## src/logic/armIsaPkg.sv

```systemverilog
// ####################
// Instruction set encodings for the ARMv4 subset core.
// Import with a wildcard in the module header wherever an
// opcode, condition, ALU operation or flag field is decoded.
// ####################
`default_nettype none

package armIsaPkg;

   localparam int dataWidth    = 32;
   localparam int regAddrWidth = 4;

   localparam logic [regAddrWidth-1:0] pcRegIndex   = 4'd15;
   localparam logic [dataWidth-1:0]    pcReadOffset = 32'd8; // R15 reads ahead of the instr

   // Instruction class, bits 27:26
   typedef enum logic [1:0] {
      dataProc = 2'b00,
      memory   = 2'b01,
      branch   = 2'b10
   } opClass;

   // Data-processing funct, bits 24:21
   typedef enum logic [3:0] {
      opAnd = 4'b0000,
      opEor = 4'b0001,
      opSub = 4'b0010,
      opAdd = 4'b0100,
      opOrr = 4'b1100
   } dpOpcode;

   typedef enum logic [2:0] {aluAdd, aluSub, aluAnd, aluOrr, aluEor} aluOp;

   // Condition field, bits 31:28
   typedef enum logic [3:0] {
      condEq, condNe, condCs, condCc, condMi, condPl, condVs, condVc,
      condHi, condLs, condGe, condLt, condGt, condLe, condAl
   } condCode;

   typedef enum logic [1:0] {imm8, imm12, immBranch} immSrc;

   typedef struct packed {
      logic n;
      logic z;
      logic c;
      logic v;
   } armFlags;

endpackage

`default_nettype wire

```

## src/logic/armPipePkg.sv

```systemverilog
// ####################
// Bundles carried between the pipeline stages of the core.
// Decode builds a ctrlBundle; the execute, memory and writeback
// registers hold the structs below. Needs armIsaPkg compiled first.
// ####################
`default_nettype none

package armPipePkg;

   import armIsaPkg::*;

   // Control produced in decode, registered into execute
   typedef struct packed {
      logic    regWrite;
      logic    memWrite;
      logic    memToReg;
      logic    branch;
      logic    aluSrcImm;
      aluOp    alu;
      logic    flagWriteNz;
      logic    flagWriteCv;
      condCode cond;
   } ctrlBundle;

   // Data side of the decode to execute register
   typedef struct packed {
      logic [dataWidth-1:0]    rd1;
      logic [dataWidth-1:0]    rd2;
      logic [dataWidth-1:0]    extImm;
      logic [regAddrWidth-1:0] ra1;
      logic [regAddrWidth-1:0] ra2;
      logic [regAddrWidth-1:0] wa3;
      logic [dataWidth-1:0]    pcPlus4;
   } exeOperands;

   typedef struct packed {
      logic                    regWrite;
      logic                    memWrite;
      logic                    memToReg;
      logic [dataWidth-1:0]    aluOut;
      logic [dataWidth-1:0]    writeData;
      logic [regAddrWidth-1:0] wa3;
   } memStage;

   typedef struct packed {
      logic                    regWrite;
      logic                    memToReg;
      logic [dataWidth-1:0]    aluOut;
      logic [dataWidth-1:0]    readData;
      logic [regAddrWidth-1:0] wa3;
   } wbStage;

   typedef enum logic [1:0] {fwdNone, fwdWb, fwdMem} fwdSel;

endpackage

`default_nettype wire

```

## src/logic/armAlu.sv

```systemverilog
// ####################
// 32-bit ALU of the execute stage: add, subtract, and, or, xor.
// Produces NZCV alongside the result; C and V are only
// non-zero for the add and subtract operations.
// ####################
`timescale 1ns/1ps
`default_nettype none

module armAlu import armIsaPkg::*; (
   input  logic [dataWidth-1:0] a,
   input  logic [dataWidth-1:0] b,
   input  aluOp                 op,
   output logic [dataWidth-1:0] result,
   output armFlags              flags
);

   logic                 subtract;
   logic                 addSub;
   logic [dataWidth-1:0] bIn;
   logic [dataWidth:0]   sum;

   assign subtract = (op == aluSub);
   assign addSub   = (op == aluAdd) || (op == aluSub);
   assign bIn      = subtract ? ~b : b;                  // Two's complement via carry in
   assign sum      = {1'b0, a} + {1'b0, bIn} + {{dataWidth{1'b0}}, subtract};

   always_comb
   begin
      case (op)
         aluAdd, aluSub: result = sum[dataWidth-1:0];
         aluAnd:         result = a & b;
         aluOrr:         result = a | b;
         aluEor:         result = a ^ b;
         default:        result = '0;
      endcase
   end

   always_comb
   begin
      flags.n = result[dataWidth-1];
      flags.z = (result == '0);
      flags.c = addSub & sum[dataWidth];
      // Operands agree in sign (after inversion) but the sum does not
      flags.v = addSub & ~(a[dataWidth-1] ^ b[dataWidth-1] ^ subtract)
                       & (a[dataWidth-1] ^ sum[dataWidth-1]);
   end

endmodule

`default_nettype wire

```

## src/logic/armCore.sv

```systemverilog
// ####################
// Five-stage pipelined core for the ARMv4 subset.
// Fetch and data memories sit outside: instrF answers pcF and
// readData answers aluOut in the same cycle. Stores commit on the
// rising edge with memWrite high.
// ####################
`timescale 1ns/1ps
`default_nettype none

module armCore import armIsaPkg::*, armPipePkg::*; (
   input  logic                 clk,
   input  logic                 reset,
   output logic [dataWidth-1:0] pcF,
   input  logic [dataWidth-1:0] instrF,
   output logic                 memWrite,
   output logic [dataWidth-1:0] aluOut,
   output logic [dataWidth-1:0] writeData,
   input  logic [dataWidth-1:0] readData
);

   logic [dataWidth-1:0]    pcPlus4F;
   logic [dataWidth-1:0]    pcNextF;
   logic [dataWidth-1:0]    branchTarget;
   logic [dataWidth-1:0]    instrD;
   logic [dataWidth-1:0]    pcPlus4D;
   logic [dataWidth-1:0]    pcPlus8D;
   logic [dataWidth-1:0]    extImmD;
   logic [dataWidth-1:0]    rd1D;
   logic [dataWidth-1:0]    rd2D;
   logic [regAddrWidth-1:0] ra1D;
   logic [regAddrWidth-1:0] ra2D;
   ctrlBundle               ctrlD;
   ctrlBundle               ctrlE;
   exeOperands              exeD;
   exeOperands              exeQ;
   logic [dataWidth-1:0]    srcAE;
   logic [dataWidth-1:0]    srcBE;
   logic [dataWidth-1:0]    writeDataE;
   logic [dataWidth-1:0]    aluResultE;
   armFlags                 aluFlagsE;
   logic                    regWriteG;
   logic                    memWriteG;
   logic                    branchTaken;
   memStage                 memQ;
   wbStage                  wbQ;
   logic [dataWidth-1:0]    resultW;
   fwdSel                   fwdA;
   fwdSel                   fwdB;
   logic                    stallF;
   logic                    stallD;
   logic                    flushD;
   logic                    flushE;

   // Fetch
   assign pcPlus4F = pcF + 32'd4;
   assign pcNextF  = branchTaken ? branchTarget : pcPlus4F;

   always_ff @(posedge clk or posedge reset)
   begin
      if (reset)       pcF <= '0;
      else if (!stallF) pcF <= pcNextF;
   end

   // Decode register, flushed behind a taken branch
   always_ff @(posedge clk or posedge reset)
   begin
      if (reset)
      begin
         instrD   <= '0;
         pcPlus4D <= '0;
      end
      else if (flushD)
      begin
         instrD   <= '0;
         pcPlus4D <= '0;
      end
      else if (!stallD)
      begin
         instrD   <= instrF;
         pcPlus4D <= pcPlus4F;
      end
   end

   assign pcPlus8D = pcPlus4D + (pcReadOffset - 32'd4); // Instr address + 8

   armDecoder decoder_i (
      .instr  (instrD),
      .ctrl   (ctrlD),
      .extImm (extImmD),
      .ra1    (ra1D),
      .ra2    (ra2D)
   );

   regFile regFile_i (
      .clk     (clk),
      .we      (wbQ.regWrite),
      .ra1     (ra1D),
      .ra2     (ra2D),
      .wa      (wbQ.wa3),
      .wd      (resultW),
      .pcPlus8 (pcPlus8D),
      .rd1     (rd1D),
      .rd2     (rd2D)
   );

   assign exeD = '{rd1: rd1D, rd2: rd2D, extImm: extImmD, ra1: ra1D, ra2: ra2D,
                   wa3: instrD[15:12], pcPlus4: pcPlus4D};

   // Execute register; only the control side needs clearing for a bubble
   always_ff @(posedge clk or posedge reset)
   begin
      if (reset)
      begin
         ctrlE <= '0;
         exeQ  <= '0;
      end
      else
      begin
         ctrlE <= flushE ? '0 : ctrlD;
         exeQ  <= exeD;
      end
   end

   // Operand forwarding
   always_comb
   begin
      case (fwdA)
         fwdMem:  srcAE = memQ.aluOut;
         fwdWb:   srcAE = resultW;
         default: srcAE = exeQ.rd1;
      endcase
      case (fwdB)
         fwdMem:  writeDataE = memQ.aluOut;
         fwdWb:   writeDataE = resultW;
         default: writeDataE = exeQ.rd2;
      endcase
   end

   assign srcBE        = ctrlE.aluSrcImm ? exeQ.extImm : writeDataE;
   assign branchTarget = exeQ.pcPlus4 + (pcReadOffset - 32'd4) + exeQ.extImm;

   armAlu alu_i (
      .a      (srcAE),
      .b      (srcBE),
      .op     (ctrlE.alu),
      .result (aluResultE),
      .flags  (aluFlagsE)
   );

   condUnit cond_i (
      .clk         (clk),
      .reset       (reset),
      .ctrlE       (ctrlE),
      .aluFlags    (aluFlagsE),
      .regWriteG   (regWriteG),
      .memWriteG   (memWriteG),
      .branchTaken (branchTaken)
   );

   // Memory and writeback registers
   always_ff @(posedge clk or posedge reset)
   begin
      if (reset)
      begin
         memQ <= '0;
         wbQ  <= '0;
      end
      else
      begin
         memQ <= '{regWrite: regWriteG, memWrite: memWriteG, memToReg: ctrlE.memToReg,
                   aluOut: aluResultE, writeData: writeDataE, wa3: exeQ.wa3};
         wbQ  <= '{regWrite: memQ.regWrite, memToReg: memQ.memToReg, aluOut: memQ.aluOut,
                   readData: readData, wa3: memQ.wa3};
      end
   end

   assign memWrite  = memQ.memWrite;
   assign aluOut    = memQ.aluOut;
   assign writeData = memQ.writeData;
   assign resultW   = wbQ.memToReg ? wbQ.readData : wbQ.aluOut;

   hazardUnit hazard_i (
      .ra1D        (ra1D),
      .ra2D        (ra2D),
      .ra1E        (exeQ.ra1),
      .ra2E        (exeQ.ra2),
      .wa3E        (exeQ.wa3),
      .wa3M        (memQ.wa3),
      .wa3W        (wbQ.wa3),
      .regWriteM   (memQ.regWrite),
      .regWriteW   (wbQ.regWrite),
      .memToRegE   (ctrlE.memToReg),
      .branchTaken (branchTaken),
      .fwdA        (fwdA),
      .fwdB        (fwdB),
      .stallF      (stallF),
      .stallD      (stallD),
      .flushD      (flushD),
      .flushE      (flushE)
   );

endmodule

`default_nettype wire

```

## src/logic/armDecoder.sv

```systemverilog
// ####################
// Decode stage logic: builds the control bundle, picks the
// register read addresses and extends the immediate field.
// Purely combinational, fed from the decode instruction register.
// ####################
`timescale 1ns/1ps
`default_nettype none

module armDecoder import armIsaPkg::*, armPipePkg::*; (
   input  logic [dataWidth-1:0]    instr,
   output ctrlBundle               ctrl,
   output logic [dataWidth-1:0]    extImm,
   output logic [regAddrWidth-1:0] ra1,
   output logic [regAddrWidth-1:0] ra2
);

   opClass  cls;
   dpOpcode funct;
   immSrc   immKind;

   assign cls   = opClass'(instr[27:26]);
   assign funct = dpOpcode'(instr[24:21]);

   always_comb
   begin
      ctrl      = '0;
      ctrl.cond = condCode'(instr[31:28]);
      ctrl.alu  = aluAdd;                // address and default add
      immKind   = imm8;
      ra1       = instr[19:16];
      ra2       = instr[3:0];
      case (cls)
         dataProc:
         begin
            ctrl.regWrite  = 1'b1;
            ctrl.aluSrcImm = instr[25];
            case (funct)
               opAdd: ctrl.alu = aluAdd;
               opSub: ctrl.alu = aluSub;
               opAnd: ctrl.alu = aluAnd;
               opOrr: ctrl.alu = aluOrr;
               opEor: ctrl.alu = aluEor;
               default: ctrl.regWrite = 1'b0; // Unsupported funct
            endcase
            ctrl.flagWriteNz = instr[20] & ctrl.regWrite;
            // Carry and overflow only meaningful from the adder
            ctrl.flagWriteCv = ctrl.flagWriteNz & (ctrl.alu == aluAdd || ctrl.alu == aluSub);
         end
         memory:
         begin
            immKind        = imm12;
            ctrl.aluSrcImm = 1'b1;
            ctrl.memToReg  = instr[20];     // L bit
            ctrl.regWrite  = instr[20];
            ctrl.memWrite  = ~instr[20];
            if (!instr[20])
            begin
               ra2 = instr[15:12];          // Store data comes from Rd
            end
         end
         branch:
         begin
            immKind     = immBranch;
            ctrl.branch = 1'b1;
            ra1         = pcRegIndex;       // No register operands
            ra2         = pcRegIndex;
         end
         default: ctrl.cond = condEq;
      endcase
   end

   always_comb
   begin
      case (immKind)
         imm12:     extImm = {{(dataWidth-12){1'b0}}, instr[11:0]};
         immBranch: extImm = {{6{instr[23]}}, instr[23:0], 2'b00}; // Word offset
         default:   extImm = {{(dataWidth-8){1'b0}}, instr[7:0]};
      endcase
   end

endmodule

`default_nettype wire

```

## src/logic/condUnit.sv

```systemverilog
// ####################
// Condition logic for the execute stage. Holds NZCV, checks the
// instruction's condition field and gates register write, memory
// write and branch. Flags update at the end of the execute cycle.
// ####################
`timescale 1ns/1ps
`default_nettype none

module condUnit import armIsaPkg::*, armPipePkg::*; (
   input  logic      clk,
   input  logic      reset,
   input  ctrlBundle ctrlE,
   input  armFlags   aluFlags,
   output logic      regWriteG,
   output logic      memWriteG,
   output logic      branchTaken
);

   armFlags flags;
   logic    condEx;
   logic    ge;

   assign ge = (flags.n == flags.v); // Signed greater or equal

   always_comb
   begin
      case (ctrlE.cond)
         condEq:  condEx = flags.z;
         condNe:  condEx = ~flags.z;
         condCs:  condEx = flags.c;
         condCc:  condEx = ~flags.c;
         condMi:  condEx = flags.n;
         condPl:  condEx = ~flags.n;
         condVs:  condEx = flags.v;
         condVc:  condEx = ~flags.v;
         condHi:  condEx = flags.c & ~flags.z;
         condLs:  condEx = ~flags.c | flags.z;
         condGe:  condEx = ge;
         condLt:  condEx = ~ge;
         condGt:  condEx = ~flags.z & ge;
         condLe:  condEx = flags.z | ~ge;
         condAl:  condEx = 1'b1;
         default: condEx = 1'b0;     // 4'b1111 never executes
      endcase
   end

   // NZ and CV written separately
   always_ff @(posedge clk or posedge reset)
   begin
      if (reset)
      begin
         flags <= '0;
      end
      else
      begin
         if (ctrlE.flagWriteNz && condEx)
         begin
            flags.n <= aluFlags.n;
            flags.z <= aluFlags.z;
         end
         if (ctrlE.flagWriteCv && condEx)
         begin
            flags.c <= aluFlags.c;
            flags.v <= aluFlags.v;
         end
      end
   end

   assign regWriteG   = ctrlE.regWrite & condEx;
   assign memWriteG   = ctrlE.memWrite & condEx;
   assign branchTaken = ctrlE.branch & condEx;

endmodule

`default_nettype wire

```

## src/logic/hazardUnit.sv

```systemverilog
// ####################
// Hazard control: operand forwarding selects for execute,
// load-use stall of fetch and decode, and the flushes for
// a stall bubble or a taken branch.
// ####################
`timescale 1ns/1ps
`default_nettype none

module hazardUnit import armIsaPkg::*, armPipePkg::*; (
   input  logic [regAddrWidth-1:0] ra1D,
   input  logic [regAddrWidth-1:0] ra2D,
   input  logic [regAddrWidth-1:0] ra1E,
   input  logic [regAddrWidth-1:0] ra2E,
   input  logic [regAddrWidth-1:0] wa3E,
   input  logic [regAddrWidth-1:0] wa3M,
   input  logic [regAddrWidth-1:0] wa3W,
   input  logic                    regWriteM,
   input  logic                    regWriteW,
   input  logic                    memToRegE,
   input  logic                    branchTaken,
   output fwdSel                   fwdA,
   output fwdSel                   fwdB,
   output logic                    stallF,
   output logic                    stallD,
   output logic                    flushD,
   output logic                    flushE
);

   logic ldrStall;

   // Youngest producer wins
   always_comb
   begin
      if (regWriteM && wa3M == ra1E)      fwdA = fwdMem;
      else if (regWriteW && wa3W == ra1E) fwdA = fwdWb;
      else                                fwdA = fwdNone;

      if (regWriteM && wa3M == ra2E)      fwdB = fwdMem;
      else if (regWriteW && wa3W == ra2E) fwdB = fwdWb;
      else                                fwdB = fwdNone;
   end

   // Load data arrives too late for forwarding from memory
   assign ldrStall = memToRegE && (wa3E == ra1D || wa3E == ra2D);

   assign stallF = ldrStall;
   assign stallD = ldrStall;
   assign flushD = branchTaken;             // Wrong-path fetch
   assign flushE = ldrStall | branchTaken;  // Bubble or wrong-path decode

endmodule

`default_nettype wire

```

## src/logic/regFile.sv

```systemverilog
// ####################
// Register file, R0 to R14, two combinational read ports.
// Writes on the falling edge so decode sees writeback data in
// the same cycle. Index 15 reads back the supplied PC+8.
// ####################
`timescale 1ns/1ps
`default_nettype none

module regFile import armIsaPkg::*; (
   input  logic                    clk,
   input  logic                    we,
   input  logic [regAddrWidth-1:0] ra1,
   input  logic [regAddrWidth-1:0] ra2,
   input  logic [regAddrWidth-1:0] wa,
   input  logic [dataWidth-1:0]    wd,
   input  logic [dataWidth-1:0]    pcPlus8,
   output logic [dataWidth-1:0]    rd1,
   output logic [dataWidth-1:0]    rd2
);

   logic [dataWidth-1:0] regs [pcRegIndex];

   always_ff @(negedge clk)
   begin
      if (we && wa != pcRegIndex)
      begin
         regs[wa] <= wd;
      end
   end

   assign rd1 = (ra1 == pcRegIndex) ? pcPlus8 : regs[ra1];
   assign rd2 = (ra2 == pcRegIndex) ? pcPlus8 : regs[ra2];

endmodule

`default_nettype wire

```

## config.mk

```make
export PLATFORM = sky130hd
export DESIGN_NAME = armCore
export DESIGN_NICKNAME = d
export VERILOG_FILES = /design/src/logic/armIsaPkg.sv /design/src/logic/armPipePkg.sv /design/src/logic/armAlu.sv /design/src/logic/armCore.sv /design/src/logic/armDecoder.sv /design/src/logic/condUnit.sv /design/src/logic/hazardUnit.sv /design/src/logic/regFile.sv
export SDC_FILE = /design/constraint.sdc
export NUM_CORES = 2
export LEC_CHECK = 0
export BUFFER_PORTS_ARGS = -buffer_cell sky130_fd_sc_hd__buf_2
export CAP_MARGIN = 0
export CORE_ASPECT_RATIO = 1.5
export CORE_UTILIZATION = 65
export DETAILED_ROUTE_END_ITERATION = 7
export HOLD_SLACK_MARGIN = 0.05
export MAX_ROUTING_LAYER = met4
export PLACE_DENSITY_LB_ADDON = 0.1
export SYNTH_ARGS = -nofsm -noshare
export SYNTH_HDL_FRONTEND = slang
export SYNTH_HIERARCHICAL = 1
export SYNTH_SLANG_ARGS = --single-unit
```

## constraint.sdc

```tcl
create_clock -name clk -period 40.4 [get_ports clk]
set_input_delay 6.06 -clock clk [delete_from_list [all_inputs] [get_ports clk]]
set_output_delay 6.06 -clock clk [all_outputs]
set_load 0.01 [all_outputs]
```

# After elaboration in Yosys (flattened, before gate mapping)
# Memories as Yosys holds them, arrays and structs flattened.
# Index checks and enable logic that the tools add are counted.
dict set report word_totals {
  register_bits 395
  ram_bits 480
  input_bits 66
  elab_cells 166
  memories 1
}
dict set report classes {
  addsub 6
  n_eq_ne 42
  mux 36
  n_bitwise 27
  reduce_logical 20
}
# memory depth width rd rd_clocked_by_memory_dff write_ports line
set mem_list {}
lappend mem_list {regFile_i.regs 15 32 2 0 1 regFile.sv:21} ;# logic [dataWidth-1:0] regs [pcRegIndex];
# operator n
set ops {}
lappend ops {{two-way mux 32 bit} 10}
lappend ops {{case mux 32 bit (2 select lines)} 3}
lappend ops {{case mux 32 bit (4 select lines)} 1}
lappend ops {{adder 32 x 3 -> 32 bit, second input constant} 3}
lappend ops {{== test 4 bit, second input constant} 10}
lappend ops {{adder 32 x 32 -> 33 bit} 1}
lappend ops {{adder 33 x 1 -> 33 bit} 1}
lappend ops {{adder 32 bit} 1}
lappend ops {{AND 32 bit} 1}
lappend ops {{logical NOT 32 bit} 1}
lappend ops {{inverter 32 bit} 1}
lappend ops {{OR 32 bit} 1}
lappend ops {{XOR 32 bit} 1}
lappend ops {{== test 4 bit} 6}
lappend ops {{== test 4 x 3 -> 1 bit, second input constant} 5}
lappend ops {{case mux 1 bit (15 select lines)} 1}
lappend ops {{two-way mux 14 bit} 1}
lappend ops {{== test 4 x 2 -> 1 bit, second input constant} 3}
lappend ops {{two-way mux 4 bit} 3}
lappend ops {{case mux 3 bit (4 select lines)} 1}
lappend ops {{AND 1 bit} 10}
lappend ops {{== test 2 x 1 -> 1 bit, second input constant} 4}
lappend ops {{== test 2 bit, second input constant} 4}
lappend ops {{== test 4 x 1 -> 1 bit, second input constant} 2}
lappend ops {{24 further kinds} 56}

# Logic depth before layout (Yosys ltp)
dict set report logic_depth {
  ltp_word 13
  depth_mapped 25
  depth_no_buf 23
}

# Cells and area by module
# Netlist, hierarchy kept.
# mod instances cells_each area_per_inst_um2 seq_area_each_um2
set by_module_without_submodules {}
lappend by_module_without_submodules {regFile 1 1448 23252.3 14413.8}
lappend by_module_without_submodules {armCore 1 1549 17450.5 9784.4}
lappend by_module_without_submodules {armAlu 1 625 4568.1 0.0}
lappend by_module_without_submodules {armDecoder 1 98 709.4 0.0}
lappend by_module_without_submodules {condUnit 1 45 434.2 100.1}
lappend by_module_without_submodules {hazardUnit 1 40 332.8 0.0}

==> reports/results.ini <==
[status]
status=complete, but fails checks
violations=capacitance limit, slew limit

[floorplan]
core_mm2=0.0713
start_util_pct=65.5
dieHeight_um=330
die_area_mm2=0.0730
ioPinCount=163
chipWidth_um=221
rows=120

[sta]
drv_slew=5
rsz0062_at_grt=false
setup_viol=0
setup_ws_ns=17.71
timing.setup.tns_ns=0
timing.final.hold_violations=0
max_slew_margin_pct=-5.49
tightest_slew_ns=1.57
fin_skew_ns=0.0693
timing.hold.ws_ns=0.366

[finish]
final-seq-area_mm2=0.0243
final_util_pct=73.6
fill_cells=4671
multi_input_area_mm2=0.0202
layout_common_cells=inv_1 (603), edfxtp_1 (480), dfrtp_1 (394)
final_common_cell=inv_1
nNetsFinal=4523
synthToLayoutAreaGrowth_pct=12.3
post_route_cells_drive_above_1_share_pct=16.3
stdcell_count=5291

[clocking]
cts_buffer_depth=3
cts_buffers=86
cts_setup_buffers=0
cts_resized=0
clock-root-buffer=clkbuf_16
path_clk_slew_ns=0.07
htreeDepth=3
cts_tree=built
cts_num_sinks=875
clk_latency_ns=0.76
hold_buffers=0

[global_route]
grt_pass1_vias=36509
antenna_found_initial=20
grt_pass1_wl_um=232000
gr-total-overflow=0
grt.total_usage_pct=45.5
grt_max_degree=116

[synth]
synth_area_leaders=edfxtp_1 (31%), dfrtp_1 (21%), mux4_2 (5.7%)
syn_area_per_cell_um2=12.3
yosys.area_share.simple_pct=8.77
synthXorXnorAreaFrac_pct=2.87
synth_nets=4044
yosys.cell_types.count=121
synth-edff-count=480
syn_inst=3805
synth_mux_area_share_pct=13.7
synth_top_area_cell=edfxtp_1
synth_top_family_by_area=multiplexers
yosysSeqAreaShare_pct=52.0
postSynth.asyncResetShare_pct=45.1
synth-adder-area-share_pct=4.66
synth_flop_cell=edfxtp_1
synth_compound_area_share_pct=12.8
yosysTopAreaCellShare_pct=30.8
ys_warn_count=6
synth_area_mm2=0.0467
synth-seq-cells=875

[routing]
post_drt_wl_per_cell_um=30.4
route.met3.wl_um=16900
wl_um=161000
dr_total_vias=36117
drc=0
routed.top_layer=met4
avgViaCountPerCell=6.83
drtPass1Iterations=6
drtAntennaViolNets=0
wl_met2_um=76200
drtIter0Drc=4783
drt-met1-wl_um=52600

[place]
pre_cts_ws_ns=17.79
gp_congestion=0.963
dp.cells=4632
io_buffers=162
dp_hpwl_um=106000

[setup_path]
crit_type=reg -> reg
path_max_fanout=19
cp_data_required_time_ns=20.54
start_kind=flip-flop
worstSetupEndpointType=flip-flop
arrival_ns=2.84

[power]
power.leakage_uw=0.0224
power_density_mw_per_mm2=95.1
peakVddDrop_mv=0.0939

[hold_path]
hp-class=reg -> reg

[flow_run]
maxCapViolations=2

## layer usage
metal / up-vias / global-route usage (%)
met5: - / -
met3: 798 / 11.6
met1: 17669 / 48.9
li1: 15247 / -
met4: 0 / 38.1
met2: 2403 / 71.4
## critical path: stages (launching register included)
cell and delay, ns:
dfrtp_1 0.46, or3b_2 0.62, nor2_4 0.55, buf_4 0.49
## logic make-up after synthesis
kind of cell             Yosys count
adder cells (fa/ha/maj)          173
AO/OA/AOI/OAI                    865
XOR/XNOR                         153
flip-flops                       875
multiplexers                     474
buffers and inverters            448
AND/OR/NAND/NOR                  817
## sequential cells by signal, indices dropped and copies added, names as in the netlist, 32 cells and up
signal	flops
instrD	32
pcF	32
regFile_i/regs	480
aluOut	32
writeData	32
pcPlus4D	32
wbQ	70
exeQ	140
## stage by stage
step / instance area [um2] / total power [uW]
after global placement: 47500 / 3830
after floorplan: 46700 / 3190
after detailed placement: 47500 / 3890
after global routing: 52500 / 5220
final: 52500 / 4990
after CTS: 52500 / 4920
## power breakdown
group	internal [uW]	switching [uW]	total [uW]
sequential	1230	215	1440
combinational	900	1560	2460
clock	572	511	1080
## cell usage after synthesis, types with 52 or more instances
master    count
nand2_1     237
dfrtp_1     395
mux4_2      118
inv_1       124
buf_2        54
mux2i_1     237
o21ai_0     211
edfxtp_1    480
mux2_2      112
buf_4        87
nor2_1      222
a21oi_1     119
ha_1        171
clkbuf_1    116
o22a_1       52
xor2_1       53
nor2b_1      58
xnor2_1     100
a22oi_1     118
## cell type report
type                            instances  share of cell area (%)
Antenna cell                           20                  0.0953
Clock buffer                          107                    4.57
Clock inverter                        533                    4.85
Inverter                              123                   0.894
Multi-Input combinational cell       2482                    38.5
Sequential cell                       875                    46.3
Tap cell                              915                    2.18
Timing Repair Buffer                  236                    2.60
## worst paths after layout
kind                                         endpoint  slack [ns]     start  depth (start not counted)
worst max-delay path            regFile_i/regs[2][23]       17.71    wbQ[3]                          3
worst min-delay path                          wbQ[68]        0.37  memQ[68]                          0
worst max register to register  regFile_i/regs[2][23]       17.71    wbQ[3]                          3
worst min register to register                wbQ[68]        0.37  memQ[68]                          0
max in group asynchronous                     exeQ[0]       32.46     reset                          4
min in group asynchronous             cond_i/flags[3]        5.30     reset                          2
Power figures use the tool's default switching activity.
